**src/common/io_cache_pkg.sv**
```systemverilog
//////////////////////////////
// Shared types for the uncached IO path of the data cache
// Referenced by scoped name from the RTL and the testbench
//////////////////////////////

package io_cache_pkg;

    // IO byte address
    typedef logic [31:0] io_addr_t;

    // IO data word
    typedef logic [31:0] io_data_t;

    // One enable bit per data byte
    typedef logic [3:0] io_strb_t;

    // Request ID, echoed back with the response
    typedef logic [7:0] io_id_t;

    // Protection field, carried along but never checked
    typedef logic [2:0] io_prot_t;

    // Number of IO registers in the bank
    parameter int reg_num = 16;

    // Last operation served by the memory controller
    typedef enum logic [1:0] {
        idle,
        read_resp,
        write_resp
    } memctrl_state_t;

endpackage

```
**src/design/scfifo.sv**
```systemverilog
//////////////////////////////
// Single-clock FIFO with full and empty flags
// Head entry shows on data_out without a read latency
//////////////////////////////

`timescale 1ns/1ns

module scfifo #(
    parameter int addr_width = 2,
    parameter int data_width = 8
) (
    input  logic                  aclk,
    input  logic                  rst_n,
    input  logic [data_width-1:0] data_in,
    input  logic                  push,
    output logic                  full,
    output logic [data_width-1:0] data_out,
    input  logic                  pull,
    output logic                  empty
);

    localparam int depth = 2 ** addr_width;

    //////////////////////////////
    // Storage and pointers
    //////////////////////////////

    logic [data_width-1:0] mem [depth];

    // Extra MSB is the wrap bit
    logic [addr_width:0] wr_ptr;
    logic [addr_width:0] rd_ptr;

    logic do_push;
    logic do_pull;

    // Same index, opposite wrap bit -> every slot taken
    assign full = (wr_ptr[addr_width] != rd_ptr[addr_width]) &&
                  (wr_ptr[addr_width-1:0] == rd_ptr[addr_width-1:0]);

    // Pointers equal including wrap bit
    assign empty = (wr_ptr == rd_ptr);

    // Overflow and underflow requests dropped here
    assign do_push = push && !full;
    assign do_pull = pull && !empty;

    //////////////////////////////
    // Pointer update
    //////////////////////////////

    always_ff @(posedge aclk) begin
        if (!rst_n) begin
            wr_ptr <= '0;
            rd_ptr <= '0;
        end else begin
            if (do_push) begin
                wr_ptr <= wr_ptr + 1'b1;
            end
            if (do_pull) begin
                rd_ptr <= rd_ptr + 1'b1;
            end
        end
    end

    // Entry write
    always_ff @(posedge aclk) begin
        if (do_push) begin
            mem[wr_ptr[addr_width-1:0]] <= data_in;
        end
    end

    // Head of queue
    assign data_out = mem[rd_ptr[addr_width-1:0]];

endmodule

```
**src/io_cache/io_fetcher.sv**
```systemverilog
//////////////////////////////
// Read request stage of the IO path
// Queues reads and stalls them while writes are queued
//////////////////////////////

`timescale 1ns/1ns

module io_fetcher #(
    parameter int ostd_num = 4
) (
    input  logic                  aclk,
    input  logic                  rst_n,
    // From the control unit
    input  logic                  ar_valid,
    output logic                  ar_ready,
    input  io_cache_pkg::io_addr_t ar_addr,
    input  io_cache_pkg::io_prot_t ar_prot,
    input  io_cache_pkg::io_id_t   ar_id,
    // Ordering flags shared with the pusher
    input  logic                  pending_wr,
    output logic                  pending_rd,
    // Queued reads to the controller
    output logic                  rd_valid,
    input  logic                  rd_ready,
    output io_cache_pkg::io_addr_t rd_addr,
    output io_cache_pkg::io_id_t   rd_id
);

    // Stored fields: prot, id, addr
    localparam int entry_w = $bits(io_cache_pkg::io_prot_t) +
                             $bits(io_cache_pkg::io_id_t) +
                             $bits(io_cache_pkg::io_addr_t);

    logic               fifo_full;
    logic               fifo_empty;
    logic [entry_w-1:0] fifo_out;

    scfifo #(
        .addr_width ($clog2(ostd_num)),
        .data_width (entry_w)
    ) req_fifo (
        .aclk     (aclk),
        .rst_n    (rst_n),
        .data_in  ({ar_prot, ar_id, ar_addr}),
        .push     (ar_valid && ar_ready),
        .full     (fifo_full),
        .data_out (fifo_out),
        .pull     (rd_valid && rd_ready),
        .empty    (fifo_empty)
    );

    // No new read while a write sits in the other queue
    assign ar_ready = !fifo_full && !pending_wr;

    // Prot bits stay in the top of the entry
    assign rd_addr  = fifo_out[$bits(io_cache_pkg::io_addr_t)-1:0];
    assign rd_id    = fifo_out[$bits(io_cache_pkg::io_addr_t) +: $bits(io_cache_pkg::io_id_t)];
    assign rd_valid = !fifo_empty;

    assign pending_rd = !fifo_empty;

endmodule

```
**src/io_cache/io_pusher.sv**
```systemverilog
//////////////////////////////
// Write request stage of the IO path
// Queues writes and stalls them while reads are queued
//////////////////////////////

`timescale 1ns/1ns

module io_pusher #(
    parameter int ostd_num = 4
) (
    input  logic                   aclk,
    input  logic                   rst_n,
    // From the control unit, address and data as one request
    input  logic                   aw_valid,
    output logic                   aw_ready,
    input  io_cache_pkg::io_addr_t aw_addr,
    input  io_cache_pkg::io_prot_t aw_prot,
    input  io_cache_pkg::io_id_t   aw_id,
    input  io_cache_pkg::io_data_t w_data,
    input  io_cache_pkg::io_strb_t w_strb,
    // Ordering flags shared with the fetcher
    input  logic                   pending_rd,
    output logic                   pending_wr,
    // Queued writes to the controller
    output logic                   wr_valid,
    input  logic                   wr_ready,
    output io_cache_pkg::io_addr_t wr_addr,
    output io_cache_pkg::io_id_t   wr_id,
    output io_cache_pkg::io_data_t wr_data,
    output io_cache_pkg::io_strb_t wr_strb
);

    localparam int addr_w = $bits(io_cache_pkg::io_addr_t);
    localparam int data_w = $bits(io_cache_pkg::io_data_t);
    localparam int strb_w = $bits(io_cache_pkg::io_strb_t);
    localparam int id_w   = $bits(io_cache_pkg::io_id_t);

    // Stored fields from MSB: prot, id, strb, data, addr
    localparam int entry_w = $bits(io_cache_pkg::io_prot_t) + id_w + strb_w + data_w + addr_w;

    logic               fifo_full;
    logic               fifo_empty;
    logic [entry_w-1:0] fifo_out;

    scfifo #(
        .addr_width ($clog2(ostd_num)),
        .data_width (entry_w)
    ) req_fifo (
        .aclk     (aclk),
        .rst_n    (rst_n),
        .data_in  ({aw_prot, aw_id, w_strb, w_data, aw_addr}),
        .push     (aw_valid && aw_ready),
        .full     (fifo_full),
        .data_out (fifo_out),
        .pull     (wr_valid && wr_ready),
        .empty    (fifo_empty)
    );

    // Blocked behind any queued read
    assign aw_ready = !fifo_full && !pending_rd;

    // Field split of the head entry
    assign wr_addr  = fifo_out[addr_w-1:0];
    assign wr_data  = fifo_out[addr_w +: data_w];
    assign wr_strb  = fifo_out[addr_w + data_w +: strb_w];
    assign wr_id    = fifo_out[addr_w + data_w + strb_w +: id_w];
    assign wr_valid = !fifo_empty;

    assign pending_wr = !fifo_empty;

endmodule

```
**src/io_cache/io_memctrl.sv**
```systemverilog
//////////////////////////////
// IO register bank behind the request queues
// Serves one queued read or write per cycle, reads first
//////////////////////////////

`timescale 1ns/1ns

module io_memctrl (
    input  logic                   aclk,
    input  logic                   rst_n,
    // Queued reads
    input  logic                   rd_valid,
    output logic                   rd_ready,
    input  io_cache_pkg::io_addr_t rd_addr,
    input  io_cache_pkg::io_id_t   rd_id,
    // Queued writes
    input  logic                   wr_valid,
    output logic                   wr_ready,
    input  io_cache_pkg::io_addr_t wr_addr,
    input  io_cache_pkg::io_id_t   wr_id,
    input  io_cache_pkg::io_data_t wr_data,
    input  io_cache_pkg::io_strb_t wr_strb,
    // Read data channel
    output logic                   r_valid,
    input  logic                   r_ready,
    output io_cache_pkg::io_data_t r_data,
    output io_cache_pkg::io_id_t   r_id,
    // Write response channel
    output logic                   b_valid,
    input  logic                   b_ready,
    output io_cache_pkg::io_id_t   b_id
);

    localparam int idx_w  = $clog2(io_cache_pkg::reg_num);
    localparam int byte_n = $bits(io_cache_pkg::io_strb_t);

    //////////////////////////////
    // Register bank and grant
    //////////////////////////////

    io_cache_pkg::io_data_t regs [io_cache_pkg::reg_num];

    // Word index from address bits above the byte offset
    logic [idx_w-1:0] rd_idx;
    logic [idx_w-1:0] wr_idx;

    logic rd_slot_free;
    logic wr_slot_free;
    logic rd_grant;
    logic wr_grant;

    assign rd_idx = rd_addr[idx_w+1:2];
    assign wr_idx = wr_addr[idx_w+1:2];

    // Response slot empty or drained this cycle
    assign rd_slot_free = !r_valid || r_ready;
    assign wr_slot_free = !b_valid || b_ready;

    // Reads win; a waiting read also holds off writes
    assign rd_ready = rd_slot_free;
    assign wr_ready = wr_slot_free && !rd_valid;

    assign rd_grant = rd_valid && rd_ready;
    assign wr_grant = wr_valid && wr_ready;

    // Byte-masked write, effective on the pull edge
    always_ff @(posedge aclk) begin
        if (!rst_n) begin
            for (int i = 0; i < io_cache_pkg::reg_num; i++) begin
                regs[i] <= '0;
            end
        end else if (wr_grant) begin
            for (int b = 0; b < byte_n; b++) begin
                if (wr_strb[b]) begin
                    regs[wr_idx][8*b +: 8] <= wr_data[8*b +: 8];
                end
            end
        end
    end

    //////////////////////////////
    // Response registers
    //////////////////////////////

    // Valid flags
    always_ff @(posedge aclk) begin
        if (!rst_n) begin
            r_valid <= 1'b0;
            b_valid <= 1'b0;
        end else begin
            if (rd_grant) begin
                r_valid <= 1'b1;
            end else if (r_ready) begin
                r_valid <= 1'b0;
            end
            if (wr_grant) begin
                b_valid <= 1'b1;
            end else if (b_ready) begin
                b_valid <= 1'b0;
            end
        end
    end

    // Payload sampled on the grant edge
    always_ff @(posedge aclk) begin
        if (rd_grant) begin
            r_data <= regs[rd_idx];
            r_id   <= rd_id;
        end
        if (wr_grant) begin
            b_id <= wr_id;
        end
    end

endmodule

```
**src/io_cache/io_cache.sv**
```systemverilog
//////////////////////////////
// Top of the uncached IO path
// Ties both request stages to the register bank
//////////////////////////////

`timescale 1ns/1ns

module io_cache #(
    parameter int ostd_num = 4
) (
    input  logic                   aclk,
    input  logic                   rst_n,
    // Read request channel
    input  logic                   ar_valid,
    output logic                   ar_ready,
    input  io_cache_pkg::io_addr_t ar_addr,
    input  io_cache_pkg::io_prot_t ar_prot,
    input  io_cache_pkg::io_id_t   ar_id,
    // Write request channel
    input  logic                   aw_valid,
    output logic                   aw_ready,
    input  io_cache_pkg::io_addr_t aw_addr,
    input  io_cache_pkg::io_prot_t aw_prot,
    input  io_cache_pkg::io_id_t   aw_id,
    input  io_cache_pkg::io_data_t w_data,
    input  io_cache_pkg::io_strb_t w_strb,
    // Read data channel
    output logic                   r_valid,
    input  logic                   r_ready,
    output io_cache_pkg::io_data_t r_data,
    output io_cache_pkg::io_id_t   r_id,
    // Write response channel
    output logic                   b_valid,
    input  logic                   b_ready,
    output io_cache_pkg::io_id_t   b_id
);

    //////////////////////////////
    // Internal channels
    //////////////////////////////

    // Cross-coupled ordering flags
    logic pending_rd;
    logic pending_wr;

    // Queued reads
    logic                   rd_valid;
    logic                   rd_ready;
    io_cache_pkg::io_addr_t rd_addr;
    io_cache_pkg::io_id_t   rd_id;

    // Queued writes
    logic                   wr_valid;
    logic                   wr_ready;
    io_cache_pkg::io_addr_t wr_addr;
    io_cache_pkg::io_id_t   wr_id;
    io_cache_pkg::io_data_t wr_data;
    io_cache_pkg::io_strb_t wr_strb;

    io_fetcher #(
        .ostd_num (ostd_num)
    ) fetcher_inst (
        .aclk       (aclk),
        .rst_n      (rst_n),
        .ar_valid   (ar_valid),
        .ar_ready   (ar_ready),
        .ar_addr    (ar_addr),
        .ar_prot    (ar_prot),
        .ar_id      (ar_id),
        .pending_wr (pending_wr),
        .pending_rd (pending_rd),
        .rd_valid   (rd_valid),
        .rd_ready   (rd_ready),
        .rd_addr    (rd_addr),
        .rd_id      (rd_id)
    );

    io_pusher #(
        .ostd_num (ostd_num)
    ) pusher_inst (
        .aclk       (aclk),
        .rst_n      (rst_n),
        .aw_valid   (aw_valid),
        .aw_ready   (aw_ready),
        .aw_addr    (aw_addr),
        .aw_prot    (aw_prot),
        .aw_id      (aw_id),
        .w_data     (w_data),
        .w_strb     (w_strb),
        .pending_rd (pending_rd),
        .pending_wr (pending_wr),
        .wr_valid   (wr_valid),
        .wr_ready   (wr_ready),
        .wr_addr    (wr_addr),
        .wr_id      (wr_id),
        .wr_data    (wr_data),
        .wr_strb    (wr_strb)
    );

    // Register bank and both response channels
    io_memctrl memctrl_inst (
        .aclk     (aclk),
        .rst_n    (rst_n),
        .rd_valid (rd_valid),
        .rd_ready (rd_ready),
        .rd_addr  (rd_addr),
        .rd_id    (rd_id),
        .wr_valid (wr_valid),
        .wr_ready (wr_ready),
        .wr_addr  (wr_addr),
        .wr_id    (wr_id),
        .wr_data  (wr_data),
        .wr_strb  (wr_strb),
        .r_valid  (r_valid),
        .r_ready  (r_ready),
        .r_data   (r_data),
        .r_id     (r_id),
        .b_valid  (b_valid),
        .b_ready  (b_ready),
        .b_id     (b_id)
    );

endmodule

```
**config.mk**
```make
export PLATFORM = sky130hd
export DESIGN_NAME = io_cache
export DESIGN_NICKNAME = d
export VERILOG_FILES = /design/src/common/io_cache_pkg.sv /design/src/design/scfifo.sv /design/src/io_cache/io_fetcher.sv /design/src/io_cache/io_pusher.sv /design/src/io_cache/io_memctrl.sv /design/src/io_cache/io_cache.sv
export SDC_FILE = /design/constraint.sdc
export NUM_CORES = 1
export LEC_CHECK = 0
export ABC_CLOCK_PERIOD_IN_PS = 4750
export BUFFER_PORTS_ARGS = -buffer_cell sky130_fd_sc_hd__buf_2
export CAP_MARGIN = 10
export CORE_MARGIN = 2
export CORE_UTILIZATION = 55
export DETAILED_ROUTE_END_ITERATION = 12
export PLACE_DENSITY = 0.75
export SLEW_MARGIN = 20
export SYNTH_ARGS = -nofsm -noshare
export SYNTH_HDL_FRONTEND = slang
export SYNTH_SLANG_ARGS = --single-unit
```
**constraint.sdc**
```tcl
create_clock -name aclk -period 4.75 [get_ports aclk]
set_clock_uncertainty 0.2 [all_clocks]
set_input_delay 0.475 -clock aclk [delete_from_list [all_inputs] [get_ports aclk]]
set_output_delay 0.475 -clock aclk [all_outputs]
set_load 0.01 [all_outputs]
```
==> metrics.csv, run 1 <==
metric,value,unit
DP Area,0.0356,sq mm
Initial Util,55.4,%
Final Cell Area,0.0386,sq mm
Adder-Cell Fraction of Synth Area,0.367,%
worst rel slew slack,30.6,%
sw frac,33.3,%
total setup buffers inserted after CTS,0,
Compound-Gate Fraction of Synth Area,4.96,%
DR pass1 iterations,6,
Peak Freq,277,MHz
chip height,253,um
Worst R2R End,memctrl_inst.regs[9][4]$_SDFFCE_PN0P_,
vias in the first global route,19200,
Clock power frac,26.4,%
CTS tree,built,
minimum clock period,3620,ps
Worst EP required,4860,ps
fillers,4282,
hold wc startpoint,r_ready,
via count,19300,
final setup vio count,0,
proportion of layout cells with a drive suffix above 1,19.1,%
CTS Buf Count,77,
combinational share of power,32.0,%
Core ar.,0.0615,sq mm
sequential group share of total power,41.6,%
Min-Delay Endpoint,memctrl_inst.r_valid$_SDFFE_PN0P_,
clk buf depth,3,
largest area contributor in the netlist,edfxtp_1,
post-synthesis cell area,0.0341,sq mm
Synth top area share,70.5,%
CP Launch Type,flip-flop,
global-route wire length before repair,107000,um
main combinational cell family by area after synthesis,multiplexers,
min-delay worst type,in -> reg,
Worst-Margin Slew,1040,ps
clock latency at the later pin of the worst-skew pair,610,ps
vias per cell,5.84,
reg2reg path depth,5,
Total Wirelength,70400,um
sequential area share after synthesis,71.6,%
Synth cell types,42,
multiplexer area fraction after synthesis,11.6,%
Storage cell area,0.0244,sq mm
Leak,0.0136,uW
worst reg-to-reg setup slack,1130,ps
Worst path slowest cell,dfxtp_4,
Critical Path AT,3730,ps
Final Hold Vio Count,0,
Ports,180,
xor/xnor share of the synthesized area,0.382,%
#FFs+latches synth,818,
Critical Path Sink Type,flip-flop,
CTS Sinks,818,
RSZ-0062 raised after global routing,no,
"Net Count, Synth",2399,
Global Route Usage Sum,22.0,%
pwr/cell area,585,mW/mm^2
CP Class,reg -> reg,
Final Cycle Share,76.1,%
"Net count, final",2587,
drt drc,0,
port buffer count,117,
"CTS clk-pin slew, worst paths",60,ps
status,completed,
"Area growth, synth to finish",13.3,%
CTS resizes,0,
post-route setup TNS,0,ps
syn_area_per_cell,15.1,sq um
H-tree lvl count,3,
Synth Area in Simple Gates,8.07,%
post-detail-place hpwl,44900,um
P_sw,7520,uW
Yosys Warn Count,0,
ranking of synthesized cells by area,"edfxtp_1 71%, mux2i_1 7.6%, nor2_1 5.7%",
CTS Root Cell,clkbuf_16,
Iter 0 DRT Violations,1833,
CP peak stage delay,670,ps
initial antenna violation count,1,
multi-input logic area,0.00867,sq mm
Cells after Synth,2261,
Die W,253,um
WL/cell,21.3,um
peak supply drop,482,uV
pin count of the biggest net entering global routing,77,
Crit Path Max Fanout,24,
"Slew Viols, Final",0,
RD Place Congestion,0.797,
Congestion Overflow GR,0,
Pint,15100,uW
Antenna Nets Post-Route,0,
"Cell Chain, Critical Path","mux4_2, nor2b_1, nand2_2, o21ai_0, buf_4",
DIE AREA,0.0640,sq mm
num rows,91,
hold depth,3,
max cap viols,0,
-- power by group through the flow --
stage          clock [uW]  combinational, uW  sequential [uW]
3_3_place_gp            0               6990             9500
2_1_floorplan           0               5130             9560
3_5_place_dp            0               7130             9550
4_1_cts              6020               7220             9410
5_1_grt              6290               7720             9470
6_report             5960               7220             9400
-- registers in the layout (all words and copies together) (netlist names), named ones only --
signal	cells
memctrl_inst.regs	512
memctrl_inst.b_valid	1
pusher_inst.req_fifo.rd_ptr	3
memctrl_inst.r_id	8
fetcher_inst.req_fifo.wr_ptr	3
pusher_inst.req_fifo.mem	192
memctrl_inst.r_data	32
fetcher_inst.req_fifo.mem	48
fetcher_inst.req_fifo.rd_ptr	3
memctrl_inst.b_id	8
memctrl_inst.r_valid	1
pusher_inst.req_fifo.wr_ptr	3
-- synthesized netlist by cell type (all sizes together) --
master and instances:
edfxtp 800, nor2 516, mux2i 259, buf 152, o21ai 130, o22ai 128
mux4 60, nand2 55, and3 33, clkbuf 27, and2 21, dfxtp 18
ha 10, nor2b 9, xor2 8, inv 6, xnor2 6, and4bb 4
nand2b 3, a21boi 2, nand3 2, nand4 2, nor3b 2, a211oi 1
a21bo 1, a21oi 1, a31oi 1, nand3b 1, nor3 1, o21a 1
or2 1
-- worst max path at each step --
stage | endpoint | slack (ps) | cells after the start
2_1_floorplan | fetcher_inst.req_fifo.rd_ptr[2]$_SDFFE_PN0P_ | 1020 | 5
3_3_place_gp | memctrl_inst.regs[9][1]$_SDFFCE_PN0P_ | 1170 | 5
3_5_place_dp | memctrl_inst.regs[9][6]$_SDFFCE_PN0P_ | 1140 | 5
4_1_cts | memctrl_inst.regs[9][4]$_SDFFCE_PN0P_ | 1110 | 5
5_1_grt | memctrl_inst.regs[9][4]$_SDFFCE_PN0P_ | 900 | 5
6_report | memctrl_inst.regs[9][4]$_SDFFCE_PN0P_ | 1130 | 5
-- layout by cell type, fill, tap and decap left out, types with 8 or more instances in the layout --
cell type        n
clkinv_2        15
mux4_2          59
o22ai_1         99
and3_1          33
mux2i_1        259
buf_2          117
xor2_1           8
and2_1          15
nor2b_1          9
o22ai_2         29
o21ai_1         65
clkbuf_1        17
buf_4          104
nand2_2         31
nor2_1         514
o21ai_0         65
dfxtp_1         16
clkbuf_16       81
nand2_1         24
ha_1            10
dlygate4sd3_1   60
clkinv_1        12
edfxtp_1       800
-- stage by stage --
step                      instances  total power, uW  utilization [%]  hold WS, ps  setup WS [ps]
final                          3300            22600             62.8         36.9           1130
after floorplan                2261            14700                -          305           1020
after CTS                      3299            22600             62.8         14.0           1110
after detailed placement       3100            16700             57.9          385           1140
after global routing           3300            23500             62.8         39.5            897
after global placement         3100            16500             57.9          354           1170
-- what timing repair did --
action,4_1_cts,5_1_grt
hold endpoints to repair,240,0
hold buffers,60,0
setup endpoints to repair,0,0
-- worst max-delay path: cells and delay by family (launching register included) --
kind                   cells  cell delay [ps]
AND/OR/NAND/NOR            2              940
multiplexers               1              620
buffers and inverters      1              250
flip-flops                 1              670
AO/OA/AOI/OAI              1              610
-- kinds of logic (layout without fill, tap and decap cells) --
| kind of cell | Yosys count | count (layout) |
|---|---|---|
| multiplexers | 319 | 319 |
| flip-flops | 818 | 818 |
| buffers and inverters | 185 | 433 |
| XOR/XNOR | 14 | 14 |
| other | 0 | 1 |
| AND/OR/NAND/NOR | 650 | 650 |
| adder cells (fa/ha/maj) | 10 | 10 |
| AO/OA/AOI/OAI | 265 | 265 |
-- routing by layer --
metal | track usage [%] | part of all wire [%]
met1 | 29.7 | 41
met2 | 37.1 | 50
met4 | 6.86 | 2.1
met3 | 3.23 | 6.9
met5 | 0 | 0
-- layout make-up --
type	instances	share of cell area (%)
Timing Repair Buffer	288	5.46
Clock inverter	39	0.842
Tap cell	790	2.56
Inverter	6	0.0583
Multi-Input combinational cell	1258	22.4
Sequential cell	818	63.1
Clock buffer	100	5.48
Antenna cell	1	0.00648
No activity file was read; power rests on OpenSTA's default activity.
==> run 2, diff against run 1 <==
ABC_AREA = 1   (was default)
ABC_CLOCK_PERIOD_IN_PS = 3500   (was 4750)
clock period = 3.5 ns   (was 4.75 ns; I/O delays follow)
==> metrics.csv, run 2 <==
metric,value,unit,change
status,completed,,
CTS Root Cell,clkbuf_16,,
initial antenna violation count,0,,-1
setup ws final,462,ps,-672 ps
Final Hold Vio Count,0,,unchanged
Worst path slowest cell,buf_4,,
CP peak stage delay,500,ps,-170 ps
CTS Buf Count,83,,+7.8%
"Top cell by count, worst path",nand3_1,,
RD Place Congestion,0.829,,+4.0%
sequential area share after synthesis,64.8,%,-6.7 points
clock latency at the later pin of the worst-skew pair,630,ps,+20 ps
CTS Sinks,818,,unchanged
"Cell Chain, Critical Path","buf_4, inv_1, nand3_4, nand2_4, buf_4, nand2_1, nand3_1, nand3_1, nand3_1, nand2_1",,
num rows,95,,+4.4%
multi-input logic area,0.0107,sq mm,+24%
vias in the first global route,25500,,+33%
Peak Freq,329,MHz,+19%
H-tree lvl count,3,,unchanged
Storage cell area,0.0244,sq mm,about the same
CTS resizes,0,,unchanged
commonest cells in the netlist,"800 x edfxtp_1, 492 x nand2_1, 491 x nand3_1, 450 x nor3_1, 290 x inv_1",,
DR pass1 iterations,6,,unchanged
Synth top area share,63.9,%,-6.6 points
via count,26600,,+38%
drt drc,0,,unchanged
"CTS clk-pin slew, worst paths",60,ps,about the same
CTS tree,built,,
Congestion Overflow GR,0,,unchanged
#FFs+latches synth,818,,unchanged
DIE AREA,0.0705,sq mm,+10%
global-route wire length before repair,144000,um,+34%
Crit Path Max Fanout,54,,+130%
DP Area,0.0395,sq mm,+11%
port buffer count,117,,unchanged
proportion of layout cells with a drive suffix above 1,14.2,%,-4.9 points
pin count of the biggest net entering global routing,145,,+88%
hold buffer count at cts,64,,+6.7%
worst reg-to-reg setup slack,460,ps,-670 ps
minimum clock period,3040,ps,-578 ps
"Net Count, Synth",3589,,+50%
Worst EP required,3680,ps,-1180 ps
number of flops mapped to enable cells by yosys,800,,unchanged
Antenna Nets Post-Route,0,,unchanged
Worst-Margin Slew,1170,ps,+128 ps
Iter 0 DRT Violations,2941,,+60%
Global Route Usage Sum,26.3,%,+4.3 points
Biggest register,memctrl_inst.regs,,
Core ar.,0.0674,sq mm,+9.6%
Cells after Synth,3451,,+53%
Final Cycle Share,86.8,%,+11 points
Yosys Warn Count,0,,unchanged
total setup buffers inserted after CTS,0,,unchanged
"Slew Viols, Final",0,,unchanged
most frequent cells in the layout,"800 x edfxtp_1, 489 x nand2_1, 489 x nand3_1",,
max FFs per register,512,,unchanged
RSZ-0062 raised after global routing,no,,
CP Launch Type,flip-flop,,
WL/cell,20.7,um,-2.9%
Ports,180,,unchanged
clk buf depth,3,,unchanged
largest area contributor in the netlist,edfxtp_1,,
post-detail-place hpwl,53600,um,+19%
Die W,265,um,+5.0%
Leak,0.0157,uW,+15%
Final Cell Area,0.0426,sq mm,+10%
max cap viols,0,,unchanged
pwr/cell area,851,mW/mm^2,+46%
ys async rst share,0,%,unchanged
CP Buf/Inv Count,3,,+2
chip height,265,um,+5.0%
post-route setup TNS,0,ps,unchanged
Initial Util,55.8,%,+0.38 points
worst rel slew slack,22.3,%,-8.3 points
ranking of synthesized cells by area,"edfxtp_1 64%, nand3_1 6.5%, nor3_1 6.0%",,
fillers,5048,,+18%
CP Class,reg -> reg,,
Critical Path AT,3210,ps,-520 ps
"Primary FF master, synth",edfxtp_1,,
"Area growth, synth to finish",13.3,%,about the same
vias per cell,5.91,,+1.2%
peak supply drop,822,uV,+71%
"Net count, final",3708,,+43%
most frequent cell after synthesis,edfxtp_1,,
number of diodes,0,,-1
final setup vio count,0,,unchanged
min-delay worst type,in -> reg,,
pre-CTS setup slack,488,ps,-650 ps
Synth cell types,36,,-14%
"commonest non-fill, non-tap cell in the layout",edfxtp_1,,
Critical Path Sink Type,flip-flop,,
"CP delay by family, top",simple AND/OR/NAND/NOR gates,,
syn_area_per_cell,10.9,sq um,-28%
Total Wirelength,93300,um,+32%
post-synthesis cell area,0.0376,sq mm,+10%
## run 2: cell types whose count changed after synthesis, moves of 60 or more
| cell | delta |
|---|---|
| nand3b_1 | +191 |
| nor3_1 | +449 |
| nor3_2 | +62 |
| o21ai_1 | -65 |
| nand2_1 | +467 |
| inv_1 | +284 |
| nor2_1 | -455 |
| mux2i_1 | -259 |
| nand3_1 | +489 |
| mux4_2 | -60 |
| buf_2 | +71 |
| clkbuf_1 | +73 |
| o22ai_1 | -79 |
## run 2: logic make-up after synthesis
logic type                 synth area share (%)
AOI/OAI and AO/OA                          3.49
xor gates and xnor gates                  0.210
adders and majority gates                 0.333
buffers and inverters                      6.78
DFF                                        64.8
and+or+nand+nor                            24.3
## run 2: per-stage QoR
step,util [%],power [uW],hold WS [ps],std cells
final,63.2,36200,42.8,4501
after global routing,63.2,38000,39.8,4501
after CTS,63.2,36100,13.2,4501
after detailed placement,58.5,27700,284,4294
after global placement,58.5,27500,281,4294
after floorplan,-,22500,249,3451
## run 2: final cells by class
| type | count | area share, % |
|---|---|---|
| Clock buffer | 94 | 4.97 |
| Multi-Input combinational cell | 2018 | 25.2 |
| Clock inverter | 49 | 0.902 |
| Tap cell | 873 | 2.56 |
| Inverter | 299 | 2.64 |
| Sequential cell | 818 | 57.3 |
| Timing Repair Buffer | 350 | 6.44 |
## run 2: where the power goes
group          internal (uW)  switching, uW
sequential             12400            334
clock                   4760           3620
combinational           4060          11100
total                  21200          15000
## run 2: worst min-delay path: cells and delay by family
kind                   cells  cell delay (ps)
AOI/OAI and AO/OA          1              110
and+or+nand+nor            1              260
buffers and inverters      1              100
## run 2: path summary, 6_finish.rpt
kind,start,to,cells past startpoint
max,flip-flop,memctrl_inst.r_data[1]$_DFFE_PP_,10
max reg2reg,flip-flop,memctrl_inst.r_data[1]$_DFFE_PP_,10
min reg2reg,memctrl_inst.r_valid$_SDFFE_PN0P_,memctrl_inst.r_valid$_SDFFE_PN0P_,2
min,ar_valid,fetcher_inst.req_fifo.wr_ptr[1]$_SDFFE_PN0P_,3
## run 2: per-layer routing
metal	routed length (um)	GRT usage (%)	share of wire [%]
met2	44300	42.5	47
met4	3130	10.3	3.4
met3	9030	3.86	9.7
met1	36800	36.3	39
met5	0	0	0
==> run 3, diff against run 2 <==
ABC_AREA = default   (was 1)
ABC_CLOCK_PERIOD_IN_PS = 3840   (was 3500)
PLACE_DENSITY = 0.71   (was 0.75)
clock period = 3.84 ns   (was 3.5 ns; I/O delays follow)
==> metrics.csv, run 3 (synthesis results as in run 1) <==
metric,value,unit,change
status,completed,,
num rows,91,,-4.2%
clk buf depth,3,,unchanged
number of diodes,0,,unchanged
post-route setup TNS,0,ps,unchanged
pwr/cell area,727,mW/mm^2,-15%
DIE AREA,0.0640,sq mm,-9.3%
Worst path slowest cell,mux4_2,,
max FFs per register,512,,unchanged
Final Hold Vio Count,0,,unchanged
"Area growth, synth to finish",14.2,%,
most frequent cells in the layout,"800 x edfxtp_1, 514 x nor2_1, 259 x mux2i_1",,
hold buffer count at cts,66,,+3.1%
vias per cell,5.82,,-1.6%
Critical Path Sink Type,flip-flop,,
CTS Buf Count,81,,-2.4%
Leak,0.0137,uW,-12%
"Cell Chain, Critical Path","mux4_2, nor2b_1, nand2_2, o21ai_0, buf_4",,
Die W,253,um,-4.7%
Critical Path AT,3280,ps,+70 ps
Peak Freq,317,MHz,-3.8%
total setup buffers inserted after CTS,0,,unchanged
Tot Pwr,28300,uW,-22%
CP Launch Type,flip-flop,,
Crit Path Max Fanout,21,,-61%
CP peak stage delay,640,ps,+140 ps
DR pass1 iterations,5,,-1
max cap viols,0,,unchanged
"CTS clk-pin slew, worst paths",60,ps,about the same
hold wc startpoint,ar_valid,,
CP Buf/Inv Count,1,,-2
worst rel slew slack,44.6,%,+22 points
"Slew Viols, Final",0,,unchanged
via count,19400,,-27%
vias in the first global route,19700,,-23%
CTS Root Cell,clkbuf_16,,
port buffer count,117,,unchanged
proportion of layout cells with a drive suffix above 1,19.4,%,+5.3 points
RSZ-0062 raised after global routing,no,,
fillers,4348,,-14%
Global Route Usage Sum,22.8,%,-3.5 points
RD Place Congestion,0.817,,-1.5%
pin count of the biggest net entering global routing,68,,-53%
minimum clock period,3160,ps,+121 ps
CTS Sinks,818,,unchanged
Biggest register,memctrl_inst.regs,,
pre-CTS setup slack,665,ps,+177 ps
clock latency at the later pin of the worst-skew pair,630,ps,about the same
"Net count, final",2616,,-29%
peak supply drop,585,uV,-29%
global-route wire length before repair,111000,um,-23%
drt drc,0,,unchanged
WL/cell,21.6,um,+4.3%
"commonest non-fill, non-tap cell in the layout",edfxtp_1,,
CTS tree,built,,
min-delay worst type,in -> reg,,
setup ws final,681,ps,+219 ps
Antenna Nets Post-Route,0,,unchanged
H-tree lvl count,3,,unchanged
initial antenna violation count,0,,unchanged
CP Class,reg -> reg,,
post-detail-place hpwl,46400,um,-13%
Worst-Margin Slew,831,ps,-334 ps
final setup vio count,0,,unchanged
Worst EP required,3970,ps,+290 ps
Initial Util,55.4,%,-0.38 points
Core ar.,0.0615,sq mm,-8.8%
Total Wirelength,72000,um,-23%
Final Cycle Share,82.3,%,-4.5 points
Congestion Overflow GR,0,,unchanged
Iter 0 DRT Violations,1898,,-35%
Ports,180,,unchanged
CTS resizes,0,,unchanged
"CP delay by family, top",simple AND/OR/NAND/NOR gates,,
chip height,253,um,-4.7%
## run 3: layout make-up
cell class	instances	area [sq um]	share of cell area, %
clock inverter	40	254	0.653
sequential	818	24400	62.7
inverter	6	22.5	0.0579
multi-input combinational	1258	8670	22.3
clock buffer	105	2190	5.63
timing repair buffer	313	2390	6.15
tap	790	988	2.54
## run 3: stage by stage
stage                     cells  instance area, sq um  hold WS (ps)  util [%]
after detailed placement   3118                 35800           375      58.2
final                      3330                 38900          53.5      63.3
after CTS                  3329                 38900          26.6      63.2
after global routing       3330                 38900          82.6      63.3
after global placement     3118                 35800           346      58.2
after floorplan            2261                 34100           283         -
## run 3: layer usage
layer | GRT usage (%) | vias to the layer above | routed length, um
li1 | - | 8853 | -
met1 | 31.1 | 9724 | 29800
met2 | 37.8 | 706 | 35700
met3 | 3.84 | 103 | 5040
met4 | 6.97 | 0 | 1460
met5 | 0 | - | 0
## run 3: power breakdown
part / internal (uW) / leakage (uW) / switching [uW]
clock network: 4090 / 0.00119 / 3260
logic: 3410 / 0.00444 / 5980
registers: 11200 / 0.00809 / 320
total: 18700 / 0.0137 / 9560
## run 3: worst register-to-register path: stages, from the launching register on
cell and delay, ps:
dfxtp_4 520, mux4_2 650, nor2b_1 400, nand2_2 430, o21ai_0 410, buf_4 250
## run 3: final timing paths
path | to | slack (ps) | cells past startpoint
worst min-delay path | fetcher_inst.req_fifo.wr_ptr[2]$_SDFFE_PN0P_ | 50 | 4
worst max register to register | memctrl_inst.regs[7][4]$_SDFFCE_PN0P_ | 680 | 5
worst max-delay path | memctrl_inst.regs[7][4]$_SDFFCE_PN0P_ | 680 | 5
worst min register to register | flip-flop | 370 | 2
